<file path="src/hdl/valu_types_pkg.sv">
package valu_types_pkg;

    // one 64-bit register chunk per request
    localparam int data_w = 64;
    localparam int be_w   = data_w / 8;
    localparam int addr_w = 32;

    // number of element widths, 8/16/32/64
    localparam int n_sew = 4;

    // operand or result chunk
    typedef logic [data_w-1:0] data_t;

    typedef logic [be_w-1:0] be_t; // one bit per byte

    // 0, 1, 2, 3 -> 8, 16, 32, 64 bit elements
    typedef logic [1:0] sew_t;

    typedef logic [addr_w-1:0] addr_t; // destination tag

    typedef logic [5:0] func_id_t;

    // minor opcode, integer class when bits 1 and 0 agree
    typedef logic [2:0] op_mnr_t;

endpackage
</file>
<file path="src/hdl/valu_op_pkg.sv">
package valu_op_pkg;

    // function ids as they arrive on req_func_id
    localparam valu_types_pkg::func_id_t fn_add   = 6'b000000;
    localparam valu_types_pkg::func_id_t fn_sub   = 6'b000010;
    localparam valu_types_pkg::func_id_t fn_minu  = 6'b000100;
    localparam valu_types_pkg::func_id_t fn_min   = 6'b000101;
    localparam valu_types_pkg::func_id_t fn_maxu  = 6'b000110;
    localparam valu_types_pkg::func_id_t fn_max   = 6'b000111;
    localparam valu_types_pkg::func_id_t fn_and   = 6'b001001;
    localparam valu_types_pkg::func_id_t fn_or    = 6'b001010;
    localparam valu_types_pkg::func_id_t fn_xor   = 6'b001011;
    localparam valu_types_pkg::func_id_t fn_merge = 6'b010111; // move when mask set

    // adder unit select
    typedef logic [2:0] add_op_t;

    localparam add_op_t add_op_add  = 3'd0;
    localparam add_op_t add_op_sub  = 3'd1;
    localparam add_op_t add_op_minu = 3'd2;
    localparam add_op_t add_op_min  = 3'd3;
    localparam add_op_t add_op_maxu = 3'd4;
    localparam add_op_t add_op_max  = 3'd5;

    // bitwise unit select
    typedef logic [2:0] bit_op_t;

    localparam bit_op_t bit_op_and   = 3'd0;
    localparam bit_op_t bit_op_or    = 3'd1;
    localparam bit_op_t bit_op_xor   = 3'd2;
    localparam bit_op_t bit_op_move  = 3'd3;
    localparam bit_op_t bit_op_merge = 3'd4;

endpackage

</file>
<file path="src/hdl/valu_issue_if.sv">
`timescale 1ns/1ps

// decoded request, one cycle wide, shared by both execution units
interface valu_issue_if;
    import valu_types_pkg::*;
    import valu_op_pkg::*;

    logic    add_valid; // adder unit takes this request
    logic    bit_valid; // bitwise unit takes this request
    add_op_t add_op;
    bit_op_t bit_op;
    sew_t    sew;
    data_t   data0;
    data_t   data1;
    be_t     be;

    modport decode (
        output add_valid, bit_valid, add_op, bit_op,
        output sew, data0, data1, be
    );

    modport unit (
        input add_valid, bit_valid, add_op, bit_op,
        input sew, data0, data1, be
    );

endinterface

</file>
<file path="src/hdl/valu.sv">
`timescale 1ns/1ps

module valu #(
    parameter int pipe_depth = 4
) (
    input  logic                     clk,
    input  logic                     rst,
    input  logic                     req_valid,
    input  valu_types_pkg::op_mnr_t  req_op_mnr,
    input  valu_types_pkg::func_id_t req_func_id,
    input  valu_types_pkg::sew_t     req_sew,
    input  valu_types_pkg::data_t    req_data0,
    input  valu_types_pkg::data_t    req_data1,
    input  valu_types_pkg::addr_t    req_addr,
    input  valu_types_pkg::be_t      req_be,
    input  logic                     req_start,
    input  logic                     req_end,
    input  logic                     req_mask,
    output logic                     resp_valid,
    output valu_types_pkg::data_t    resp_data,
    output valu_types_pkg::sew_t     resp_sew,
    output valu_types_pkg::addr_t    resp_addr,
    output valu_types_pkg::be_t      resp_be,
    output logic                     resp_start,
    output logic                     resp_end
);
    import valu_types_pkg::*;

    logic  supported;
    logic  add_valid;
    logic  bit_valid;
    data_t add_data;
    data_t bit_data;

    valu_issue_if issue ();

    valu_decode i_decode (
        .req_valid  (req_valid),
        .req_op_mnr (req_op_mnr),
        .req_func_id(req_func_id),
        .req_mask   (req_mask),
        .req_sew    (req_sew),
        .req_data0  (req_data0),
        .req_data1  (req_data1),
        .req_be     (req_be),
        .supported  (supported),
        .issue      (issue)
    );

    valu_add_min_max #(.pipe_depth(pipe_depth)) i_add_min_max (
        .clk      (clk),
        .rst      (rst),
        .issue    (issue),
        .out_valid(add_valid),
        .out_data (add_data)
    );

    valu_bitwise #(.pipe_depth(pipe_depth)) i_bitwise (
        .clk      (clk),
        .rst      (rst),
        .issue    (issue),
        .out_valid(bit_valid),
        .out_data (bit_data)
    );

    // response lands pipe_depth + 1 cycles after the request
    valu_result #(.pipe_depth(pipe_depth)) i_result (
        .clk       (clk),
        .rst       (rst),
        .req_valid (req_valid),
        .supported (supported),
        .req_sew   (req_sew),
        .req_addr  (req_addr),
        .req_be    (req_be),
        .req_start (req_start),
        .req_end   (req_end),
        .add_valid (add_valid),
        .add_data  (add_data),
        .bit_valid (bit_valid),
        .bit_data  (bit_data),
        .resp_valid(resp_valid),
        .resp_data (resp_data),
        .resp_sew  (resp_sew),
        .resp_addr (resp_addr),
        .resp_be   (resp_be),
        .resp_start(resp_start),
        .resp_end  (resp_end)
    );

endmodule

</file>
<file path="src/hdl/valu_result.sv">
`timescale 1ns/1ps

module valu_result #(
    parameter int pipe_depth = 4
) (
    input  logic                  clk,
    input  logic                  rst,
    input  logic                  req_valid,
    input  logic                  supported,
    input  valu_types_pkg::sew_t  req_sew,
    input  valu_types_pkg::addr_t req_addr,
    input  valu_types_pkg::be_t   req_be,
    input  logic                  req_start,
    input  logic                  req_end,
    input  logic                  add_valid,
    input  valu_types_pkg::data_t add_data,
    input  logic                  bit_valid,
    input  valu_types_pkg::data_t bit_data,
    output logic                  resp_valid,
    output valu_types_pkg::data_t resp_data,
    output valu_types_pkg::sew_t  resp_sew,
    output valu_types_pkg::addr_t resp_addr,
    output valu_types_pkg::be_t   resp_be,
    output logic                  resp_start,
    output logic                  resp_end
);
    import valu_types_pkg::*;

    // sideband delay line, same depth as the execution units
    sew_t  sew_q  [pipe_depth];
    addr_t addr_q [pipe_depth];
    be_t   be_q   [pipe_depth];
    logic  [pipe_depth-1:0] start_q;
    logic  [pipe_depth-1:0] end_q;

    always_ff @(posedge clk) begin
        if (rst) begin
            for (int i = 0; i < pipe_depth; i++) begin
                sew_q[i]  <= '0;
                addr_q[i] <= '0;
                be_q[i]   <= '0;
            end
            start_q    <= '0;
            end_q      <= '0;
            resp_valid <= 1'b0;
            resp_data  <= '0;
            resp_sew   <= '0;
            resp_addr  <= '0;
            resp_be    <= '0;
            resp_start <= 1'b0;
            resp_end   <= 1'b0;
        end else begin
            sew_q[0]   <= req_valid ? req_sew : '0;
            addr_q[0]  <= req_valid ? req_addr : '0;
            be_q[0]    <= req_valid ? req_be : '0;
            start_q[0] <= req_start & supported; // no flags for dropped requests
            end_q[0]   <= req_end & supported;
            for (int i = 1; i < pipe_depth; i++) begin
                sew_q[i]   <= sew_q[i-1];
                addr_q[i]  <= addr_q[i-1];
                be_q[i]    <= be_q[i-1];
                start_q[i] <= start_q[i-1];
                end_q[i]   <= end_q[i-1];
            end
            resp_valid <= add_valid | bit_valid;
            resp_data  <= add_data | bit_data; // idle unit drives zero
            resp_sew   <= sew_q[pipe_depth-1];
            resp_addr  <= addr_q[pipe_depth-1];
            resp_be    <= be_q[pipe_depth-1];
            resp_start <= start_q[pipe_depth-1];
            resp_end   <= end_q[pipe_depth-1];
        end
    end

endmodule

</file>
<file path="src/hdl/valu_bitwise.sv">
`timescale 1ns/1ps

module valu_bitwise #(
    parameter int pipe_depth = 4
) (
    input  logic                  clk,
    input  logic                  rst,
    valu_issue_if.unit            issue,
    output logic                  out_valid,
    output valu_types_pkg::data_t out_data
);
    import valu_types_pkg::*;
    import valu_op_pkg::*;

    data_t merged;
    data_t op_res;
    data_t data_q [pipe_depth];
    logic  [pipe_depth-1:0] valid_q;

    // per byte select, be set takes data0
    always_comb begin
        for (int b = 0; b < be_w; b++) begin
            merged[b*8 +: 8] = issue.be[b] ? issue.data0[b*8 +: 8] : issue.data1[b*8 +: 8];
        end
    end

    always_comb begin
        case (issue.bit_op)
            bit_op_and:   op_res = issue.data1 & issue.data0;
            bit_op_or:    op_res = issue.data1 | issue.data0;
            bit_op_xor:   op_res = issue.data1 ^ issue.data0;
            bit_op_move:  op_res = issue.data0;
            bit_op_merge: op_res = merged;
            default:      op_res = '0;
        endcase
    end

    always_ff @(posedge clk) begin
        if (rst) begin
            valid_q <= '0;
            for (int i = 0; i < pipe_depth; i++) begin
                data_q[i] <= '0;
            end
        end else begin
            valid_q[0] <= issue.bit_valid;
            data_q[0]  <= issue.bit_valid ? op_res : '0;
            for (int i = 1; i < pipe_depth; i++) begin
                valid_q[i] <= valid_q[i-1];
                data_q[i]  <= data_q[i-1];
            end
        end
    end

    assign out_valid = valid_q[pipe_depth-1];
    assign out_data  = data_q[pipe_depth-1];

endmodule

</file>
<file path="src/hdl/valu_add_min_max.sv">
`timescale 1ns/1ps

module valu_add_min_max #(
    parameter int pipe_depth = 4
) (
    input  logic                  clk,
    input  logic                  rst,
    valu_issue_if.unit            issue,
    output logic                  out_valid,
    output valu_types_pkg::data_t out_data
);
    import valu_types_pkg::*;
    import valu_op_pkg::*;

    logic  signed_cmp;
    data_t elem_res;
    data_t data_q [pipe_depth];
    logic  [pipe_depth-1:0] valid_q;

    // one result word per element width, picked by sew below
    wire data_t res_by_sew [n_sew];

    assign signed_cmp = (issue.add_op == add_op_min) || (issue.add_op == add_op_max);

    for (genvar s = 0; s < n_sew; s++) begin : g_sew
        localparam int ew = 8 << s;

        for (genvar e = 0; e < data_w / ew; e++) begin : g_elem
            logic [ew-1:0] a;
            logic [ew-1:0] b;
            logic [ew-1:0] pick;
            logic          less;

            assign a = issue.data1[e*ew +: ew]; // data1 is the left operand
            assign b = issue.data0[e*ew +: ew];

            assign less = signed_cmp ? ($signed(a) < $signed(b)) : (a < b);

            always_comb begin
                case (issue.add_op)
                    add_op_add:  pick = a + b; // wraps inside the element
                    add_op_sub:  pick = a - b;
                    add_op_minu,
                    add_op_min:  pick = less ? a : b;
                    add_op_maxu,
                    add_op_max:  pick = less ? b : a;
                    default:     pick = '0;
                endcase
            end

            assign res_by_sew[s][e*ew +: ew] = pick;
        end
    end

    assign elem_res = res_by_sew[issue.sew];

    // stage 0 holds the computed result, the rest only shift
    always_ff @(posedge clk) begin
        if (rst) begin
            valid_q <= '0;
            for (int i = 0; i < pipe_depth; i++) begin
                data_q[i] <= '0;
            end
        end else begin
            valid_q[0] <= issue.add_valid;
            data_q[0]  <= issue.add_valid ? elem_res : '0; // keeps the or in valu_result clean
            for (int i = 1; i < pipe_depth; i++) begin
                valid_q[i] <= valid_q[i-1];
                data_q[i]  <= data_q[i-1];
            end
        end
    end

    assign out_valid = valid_q[pipe_depth-1];
    assign out_data  = data_q[pipe_depth-1];

endmodule

</file>
<file path="src/hdl/valu_decode.sv">
`timescale 1ns/1ps

module valu_decode (
    input  logic                     req_valid,
    input  valu_types_pkg::op_mnr_t  req_op_mnr,
    input  valu_types_pkg::func_id_t req_func_id,
    input  logic                     req_mask,
    input  valu_types_pkg::sew_t     req_sew,
    input  valu_types_pkg::data_t    req_data0,
    input  valu_types_pkg::data_t    req_data1,
    input  valu_types_pkg::be_t      req_be,
    output logic                     supported,
    valu_issue_if.decode             issue
);
    import valu_op_pkg::*;

    logic    int_class;
    logic    is_add;
    logic    is_bit;
    add_op_t add_sel;
    bit_op_t bit_sel;

    assign int_class = (req_op_mnr[1] == req_op_mnr[0]);

    always_comb begin
        is_add  = 1'b1;
        is_bit  = 1'b0;
        add_sel = add_op_add;
        bit_sel = bit_op_and;
        case (req_func_id)
            fn_add:  add_sel = add_op_add;
            fn_sub:  add_sel = add_op_sub;
            fn_minu: add_sel = add_op_minu;
            fn_min:  add_sel = add_op_min;
            fn_maxu: add_sel = add_op_maxu;
            fn_max:  add_sel = add_op_max;
            fn_and, fn_or, fn_xor: begin
                is_add  = 1'b0;
                is_bit  = 1'b1;
                bit_sel = (req_func_id == fn_and) ? bit_op_and :
                          (req_func_id == fn_or)  ? bit_op_or  : bit_op_xor;
            end
            fn_merge: begin
                is_add  = 1'b0;
                is_bit  = 1'b1;
                bit_sel = req_mask ? bit_op_move : bit_op_merge; // mask set means plain move
            end
            default: is_add = 1'b0; // not handled by this slice
        endcase
    end

    assign supported = req_valid & int_class & (is_add | is_bit);

    // at most one unit valid, is_add and is_bit are exclusive
    assign issue.add_valid = supported & is_add;
    assign issue.bit_valid = supported & is_bit;
    assign issue.add_op    = add_sel;
    assign issue.bit_op    = bit_sel;
    assign issue.sew       = req_sew;
    assign issue.data0     = req_data0;
    assign issue.data1     = req_data1;
    assign issue.be        = req_be;

endmodule

</file>
<file path="config.mk">
export PLATFORM = sky130hd
export DESIGN_NAME = valu
export DESIGN_NICKNAME = d
export VERILOG_FILES = /design/src/hdl/valu_types_pkg.sv /design/src/hdl/valu_op_pkg.sv /design/src/hdl/valu_issue_if.sv /design/src/hdl/valu.sv /design/src/hdl/valu_result.sv /design/src/hdl/valu_bitwise.sv /design/src/hdl/valu_add_min_max.sv /design/src/hdl/valu_decode.sv
export SDC_FILE = /design/constraint.sdc
export NUM_CORES = 2
export LEC_CHECK = 0
export ABC_AREA = 0
export BUFFER_PORTS_ARGS = -buffer_cell sky130_fd_sc_hd__buf_2
export CORE_MARGIN = 1.5
export CORE_UTILIZATION = 24
export CTS_CLUSTER_SIZE = 10
export DETAILED_ROUTE_END_ITERATION = 8
export PLACE_DENSITY = 0.4
export SYNTH_ARGS = -nofsm -noshare
export SYNTH_HDL_FRONTEND = slang
export SYNTH_SLANG_ARGS = --single-unit
</file>
<file path="constraint.sdc">
create_clock -name clk -period 4.5 [get_ports clk]
set_input_delay 0.675 -clock clk [delete_from_list [all_inputs] [get_ports clk]]
set_output_delay 0.675 -clock clk [all_outputs]
set_load 0.01 [all_outputs]
</file>
# After elaboration in Yosys (flattened, before gate mapping)
# Memories as Yosys holds them, arrays and structs flattened. A register that Yosys moved wholly into a read port is not among the register bits.
# Index checks and enable logic that the tools add are counted.
[word_totals]
word_cells = 242
output_inout_bits = 109
mem_count = 5
ram_bits = 680
ff_bits = 83
[op_classes]
reduce_logical = 9
add_sub_neg = 30
n_mux = 107
n_bitwise = 33
n_eq_ne = 19
order_cmp = 31
[memory_table]
columns = ["memory", "words", "width", "rd", "rd_clocked_by_memory_dff", "wr", "line_no", "rtl"]
rows = [
  ["i_add_min_max.data_q", 4, 64, 4, 0, 4, "valu_add_min_max.sv:17", "data_t data_q [pipe_depth];"],
  ["i_bitwise.data_q", 4, 64, 4, 0, 4, "valu_bitwise.sv:17", "data_t data_q [pipe_depth];"],
  ["i_result.addr_q", 4, 32, 4, 1, 4, "valu_result.sv:31", "addr_t addr_q [pipe_depth];"],
  ["i_result.be_q", 4, 8, 4, 1, 4, "valu_result.sv:32", "be_t be_q [pipe_depth];"],
  ["i_result.sew_q", 4, 2, 4, 1, 4, "valu_result.sv:30", "sew_t sew_q [pipe_depth];"],
]
[ops]
columns = ["op", "n"]
rows = [
  ["$mux 64", 14],
  ["$pmux 64 s5", 1],
  ["$mux 32", 9],
  ["$pmux 16 s4", 4],
  ["$pmux 32 s4", 2],
  ["$pmux 64 s4", 1],
  ["$pmux 8 s4", 8],
  ["$mux 8", 29],
  ["$bmux 64 s2", 1],
  ["$lt 16x16->1", 8],
  ["$lt 32x32->1", 4],
  ["$lt 64x64->1", 2],
  ["$lt 8x8->1", 16],
  ["$mux 16", 8],
  ["$or 64x64->64", 2],
  ["$add 16x16->16", 4],
  ["$add 32x32->32", 2],
  ["$add 64x64->64", 1],
  ["$add 8x8->8", 8],
  ["$and 64x64->64", 1],
  ["$sub 16x16->16", 4],
  ["$sub 32x32->32", 2],
  ["$sub 64x64->64", 1],
  ["$sub 8x8->8", 8],
  ["25 further kinds", 89],
]

# Depth between registers and ports, before layout
[depth]
depth_word = 12
ltp_mapped = 17
depth_no_buf = 15

# Hierarchy
# A second synthesis with hierarchy kept.
[unflattened]
cells_unflattened = 5243
hier_area_um2 = 44843.0
[modules_own_cells]
columns = ["mod", "instances", "area_each_um2", "seq_area_each_um2", "cells_each"]
rows = [
  ["valu_add_min_max", 1, 24798.8, 5205.0, 3402],
  ["valu_bitwise", 1, 10811.6, 5205.0, 1070],
  ["valu_result", 1, 8008.9, 5705.5, 605],
  ["valu_decode", 1, 1223.7, 0.0, 166],
]

# Worst setup path before layout
# OpenSTA, ideal clock, no wires.
[synth_path]
kind = "input to register"
startpoint = "input req_data0[2]"
endpoint = "memory i_add_min_max.data_q[0][58] (netlist name)"
arrival_time_ns = 3.777
required_ns = 4.370
n_path_buf = 3
cell_stages = 15
setup_slack_ns = 0.593
cell_sequence = "inv_1 ha_1 buf_2 nor3_1 a211o_1 a311o_1 a311oi_4 nor4_2 o31a_1 nor4_1 buf_4 buf_4 o21ai_1 a2111oi_0 a21oi_1"
[synth_rtl]
columns = ["element", "line_no", "rtl"]
rows = [
  ["start, declared", "valu.sv:12", "input valu_types_pkg::data_t req_data0,"],
  ["end, declared", "valu_add_min_max.sv:17", ""],
]

==> metrics.yaml <==
status: "complete, no violations"
track_usage_pct: 21.1
die_x_um: 417
leakage_nw: 21.6
worstPathArrival_ns: 4.81
rows: 151
dieArea_um2: 174000
synthXorXnorAreaFrac_pct: 1.53
dp_hpwl_um: 144000
ys_async_sr_fraction_pct: 0
gp_congestion: 0.979
synth_top_family_by_area: "compound AO/OA/AOI/OAI gates"
seqCellArea_um2: 16100
dp_slack_ns: -0.359
slew_headroom_pct: 23.7
hp-start: "req_addr[25]"
synth_seq_cells: 805
min_period_ns: 4.23
ctsHoldBuffers: 0
syn-num-nets: 5244
ys_top_cells_by_area: "dfxtp_1 (39%), nor2b_1 (9.0%), ha_1 (6.1%)"
yosys-mux-area-fraction_pct: 3.51
syn_area_um2: 41100
syn_inst: 4844
ioPinCount: 294
antenna_left: 0
die_h_um: 417
antenna_found_initial: 38
drc_errors: 0
hold_depth: 2
yosysSeqAreaShare_pct: 39.2
synth_compound_area_share_pct: 23.5
dr_total_vias: 39600
final.setup_skew_ns: 0.0702
path_cells: "buf_2 -> inv_1 -> ha_1 -> fa_1 -> nor3_1 -> a211o_1 -> a311o_1 -> a311oi_4 -> buf_4 -> xnor2_1 -> nor2_1 -> a21oi_1 -> mux2_2 -> nor3_2 -> mux2i_1 -> a21oi_1"
clock-sinks: 805
grt_pass1_wl_um: 270000
vdd_drop_max_uv: 284
finalCritPeriodShare_pct: 94.0
tightest_slew_ns: 1.14
grt-ovfl-total: 0
cts.path.max_buffers: 3
powerDensity_nw_per_um2: 361
yosysUniqueCellTypes: 87
required_ns: 5.08
multiInputGateArea_um2: 22900
cpPeakStageDelay_ns: 0.72
wirelength_um: 189000
synth_simple_gate_area_share_pct: 20.2
numCtsBuffers: 97
initial_core_util_pct: 24.2
min_to: "i_result.addr_q[0][25]"
grt_max_degree: 187
synthFlopType: "dfxtp_1"
critical_path_class: "input pin to flop"
yosys.area_share.adder_pct: 6.83
yosysTopAreaCell: "dfxtp_1"
yosysTopAreaCellShare_pct: 39.2
report.final.slew_viol_count: 0
setup_viol: 0
max_freq_ghz: 0.236
cp-end-kind: "flop"
synth-edff-count: 0
setup.worst_path.start_class: "input pin"
cts_root_buffer: "clkbuf_16"
hp-class: "input pin to flop"
cpMostUsedCell: "a21oi_1"
vias_per_cell: 5.07
drtPass1Iterations: 5
grt_pass1_vias: 37300
p_total_w: 0.0188
core_um2: 170000
area_growth_pct: 26.8
crit_fanout: 7
fin_ws_ns: 0.270
r2r_cells: 2
n_fill_cell: 18100
synth.avg_cell_area_um2: 8.49
post-cts-setup-buffer-count: 0
fin_nets: 5944
drive_gt1_share_pct: 20.0
hold_ws_ns: 0.147
avgRoutedWirePerCell_um: 24.3
cts.htree.levels: 3
r2r_slack_ns: 3.28
finalHoldViolCount: 0
io_buffers: 292
ys_warn_count: 0
final_cell_mix: "dfxtp_1 (805), buf_4 (617), nor2b_1 (590)"
rr_endpoint: "i_result.resp_data[62]"
slowest_stage: "nor3_2"
clk_latency_ns: 0.75
final_common_cell: "dfxtp_1"
post_cts_resized: 0
clkTransAtPathRegs_ns: 0.05
rsz0062_at_grt: "no"
drtIter0Drc: 3410
maxCapViolations: 0
cts_tree: "done"
rr_startpoint: "i_bitwise.data_q[0][254]"
stage by stage:
step | utilization, % | TNS, ns | instances | cell area (µm²)
finish | 30.7 | 0 | 7810 | 52100
CTS | 30.7 | 0 | 7795 | 52100
global route | 30.7 | 0 | 7805 | 52100
floorplan | - | 0 | 4844 | 41100
global placement | 29.0 | -3.96 | 7663 | 49200
detailed placement | 29.0 | -6.26 | 7663 | 49200
where the power goes:
group / internal (W) / leakage (nW) / switching, W
Sequential: 0.00718 / 6.50 / 0.0000105
Combinational: 0.00169 / 13.7 / 0.00272
Clock: 0.00415 / 1.39 / 0.00309
Total: 0.0130 / 21.6 / 0.00582
area by class of cell:
| class | instances | area share [%] |
|---|---|---|
| multi-input cells | 3480 | 44.0 |
| flip-flops and latches | 805 | 30.9 |
| repair buffers | 931 | 12.6 |
| well taps | 2218 | 5.32 |
| clock buffers | 115 | 4.96 |
| inverters | 229 | 1.65 |
| clock inverters | 17 | 0.507 |
| diodes | 15 | 0.0720 |
how the worst max path moves through the flow:
stage,from,to,slack [ns]
floorplan,req_data0[2],i_add_min_max.data_q[0][58],0.59
global placement,req_data1[0],i_add_min_max.data_q[0][0],-0.33
detailed placement,req_data1[0],i_add_min_max.data_q[0][0],-0.36
CTS,req_data1[0],i_add_min_max.data_q[0][0],0.41
global route,req_data1[0],i_add_min_max.data_q[0][0],0.13
finish,req_data1[0],i_add_min_max.data_q[0][0],0.27
cell usage after synthesis, types with 11 or more instances:
library cell and number:
a2111oi_0 12, a211oi_1 39, a21boi_0 22, a21o_1 37, a21oi_1 368, a221o_1 49
a221oi_1 140, a31oi_1 27, and2_1 53, buf_1 39, buf_2 15, clkbuf_1 272
clkinv_1 12, dfxtp_1 805, fa_1 16, ha_1 199, inv_1 215, mux2i_1 142
nand2_1 208, nand2b_1 19, nand3_1 74, nand4_1 49, nor2_1 472, nor2b_1 591
nor3_1 54, nor4_1 39, o211ai_1 30, o21a_1 25, o21ai_0 262, o21ai_1 16
o21bai_1 44, o221ai_1 53, o22a_1 12, o22ai_1 104, o31a_1 27, o31ai_1 50
o32ai_1 13, or2_2 11, or3_1 15, xnor2_1 65
layer usage:
layer	routed length [µm]	vias to the layer above	global-route usage, %
met5	96	-	0
met4	6970	16	8.49
met3	12600	308	3.32
met2	82200	1563	32.2
met1	87500	19100	29.3
li1	-	18600	-
state kept, by name, indices dropped and copies added, names as in the netlist, 2 cells and up:
name                   count
i_result.resp_data        64
i_result.resp_addr        32
i_result.resp_be           8
i_result.addr_q          128
i_add_min_max.valid_q      4
i_bitwise.data_q         256
i_result.resp_sew          2
i_result.end_q             4
i_result.be_q             32
i_add_min_max.data_q     256
i_result.sew_q             8
i_bitwise.valid_q          4
i_result.start_q           4
kinds of logic after synthesis:
| logic type | Yosys count |
|---|---|
| AO/OA/AOI/OAI | 1438 |
| XOR/XNOR | 70 |
| adder cells (fa/ha/maj) | 215 |
| buffers and inverters | 559 |
| flip-flops | 805 |
| multiplexers | 144 |
| AND/OR/NAND/NOR | 1613 |
worst max-delay path: cells and delay by family:
family	cells	cell delay [ns]
mux	2	0.67
xor+xnor	1	0.35
buf+inv	3	0.36
fa+ha+maj	2	0.65
simple gates	3	0.96
compound gates	5	1.14
(Power assumes the default switching activity.)
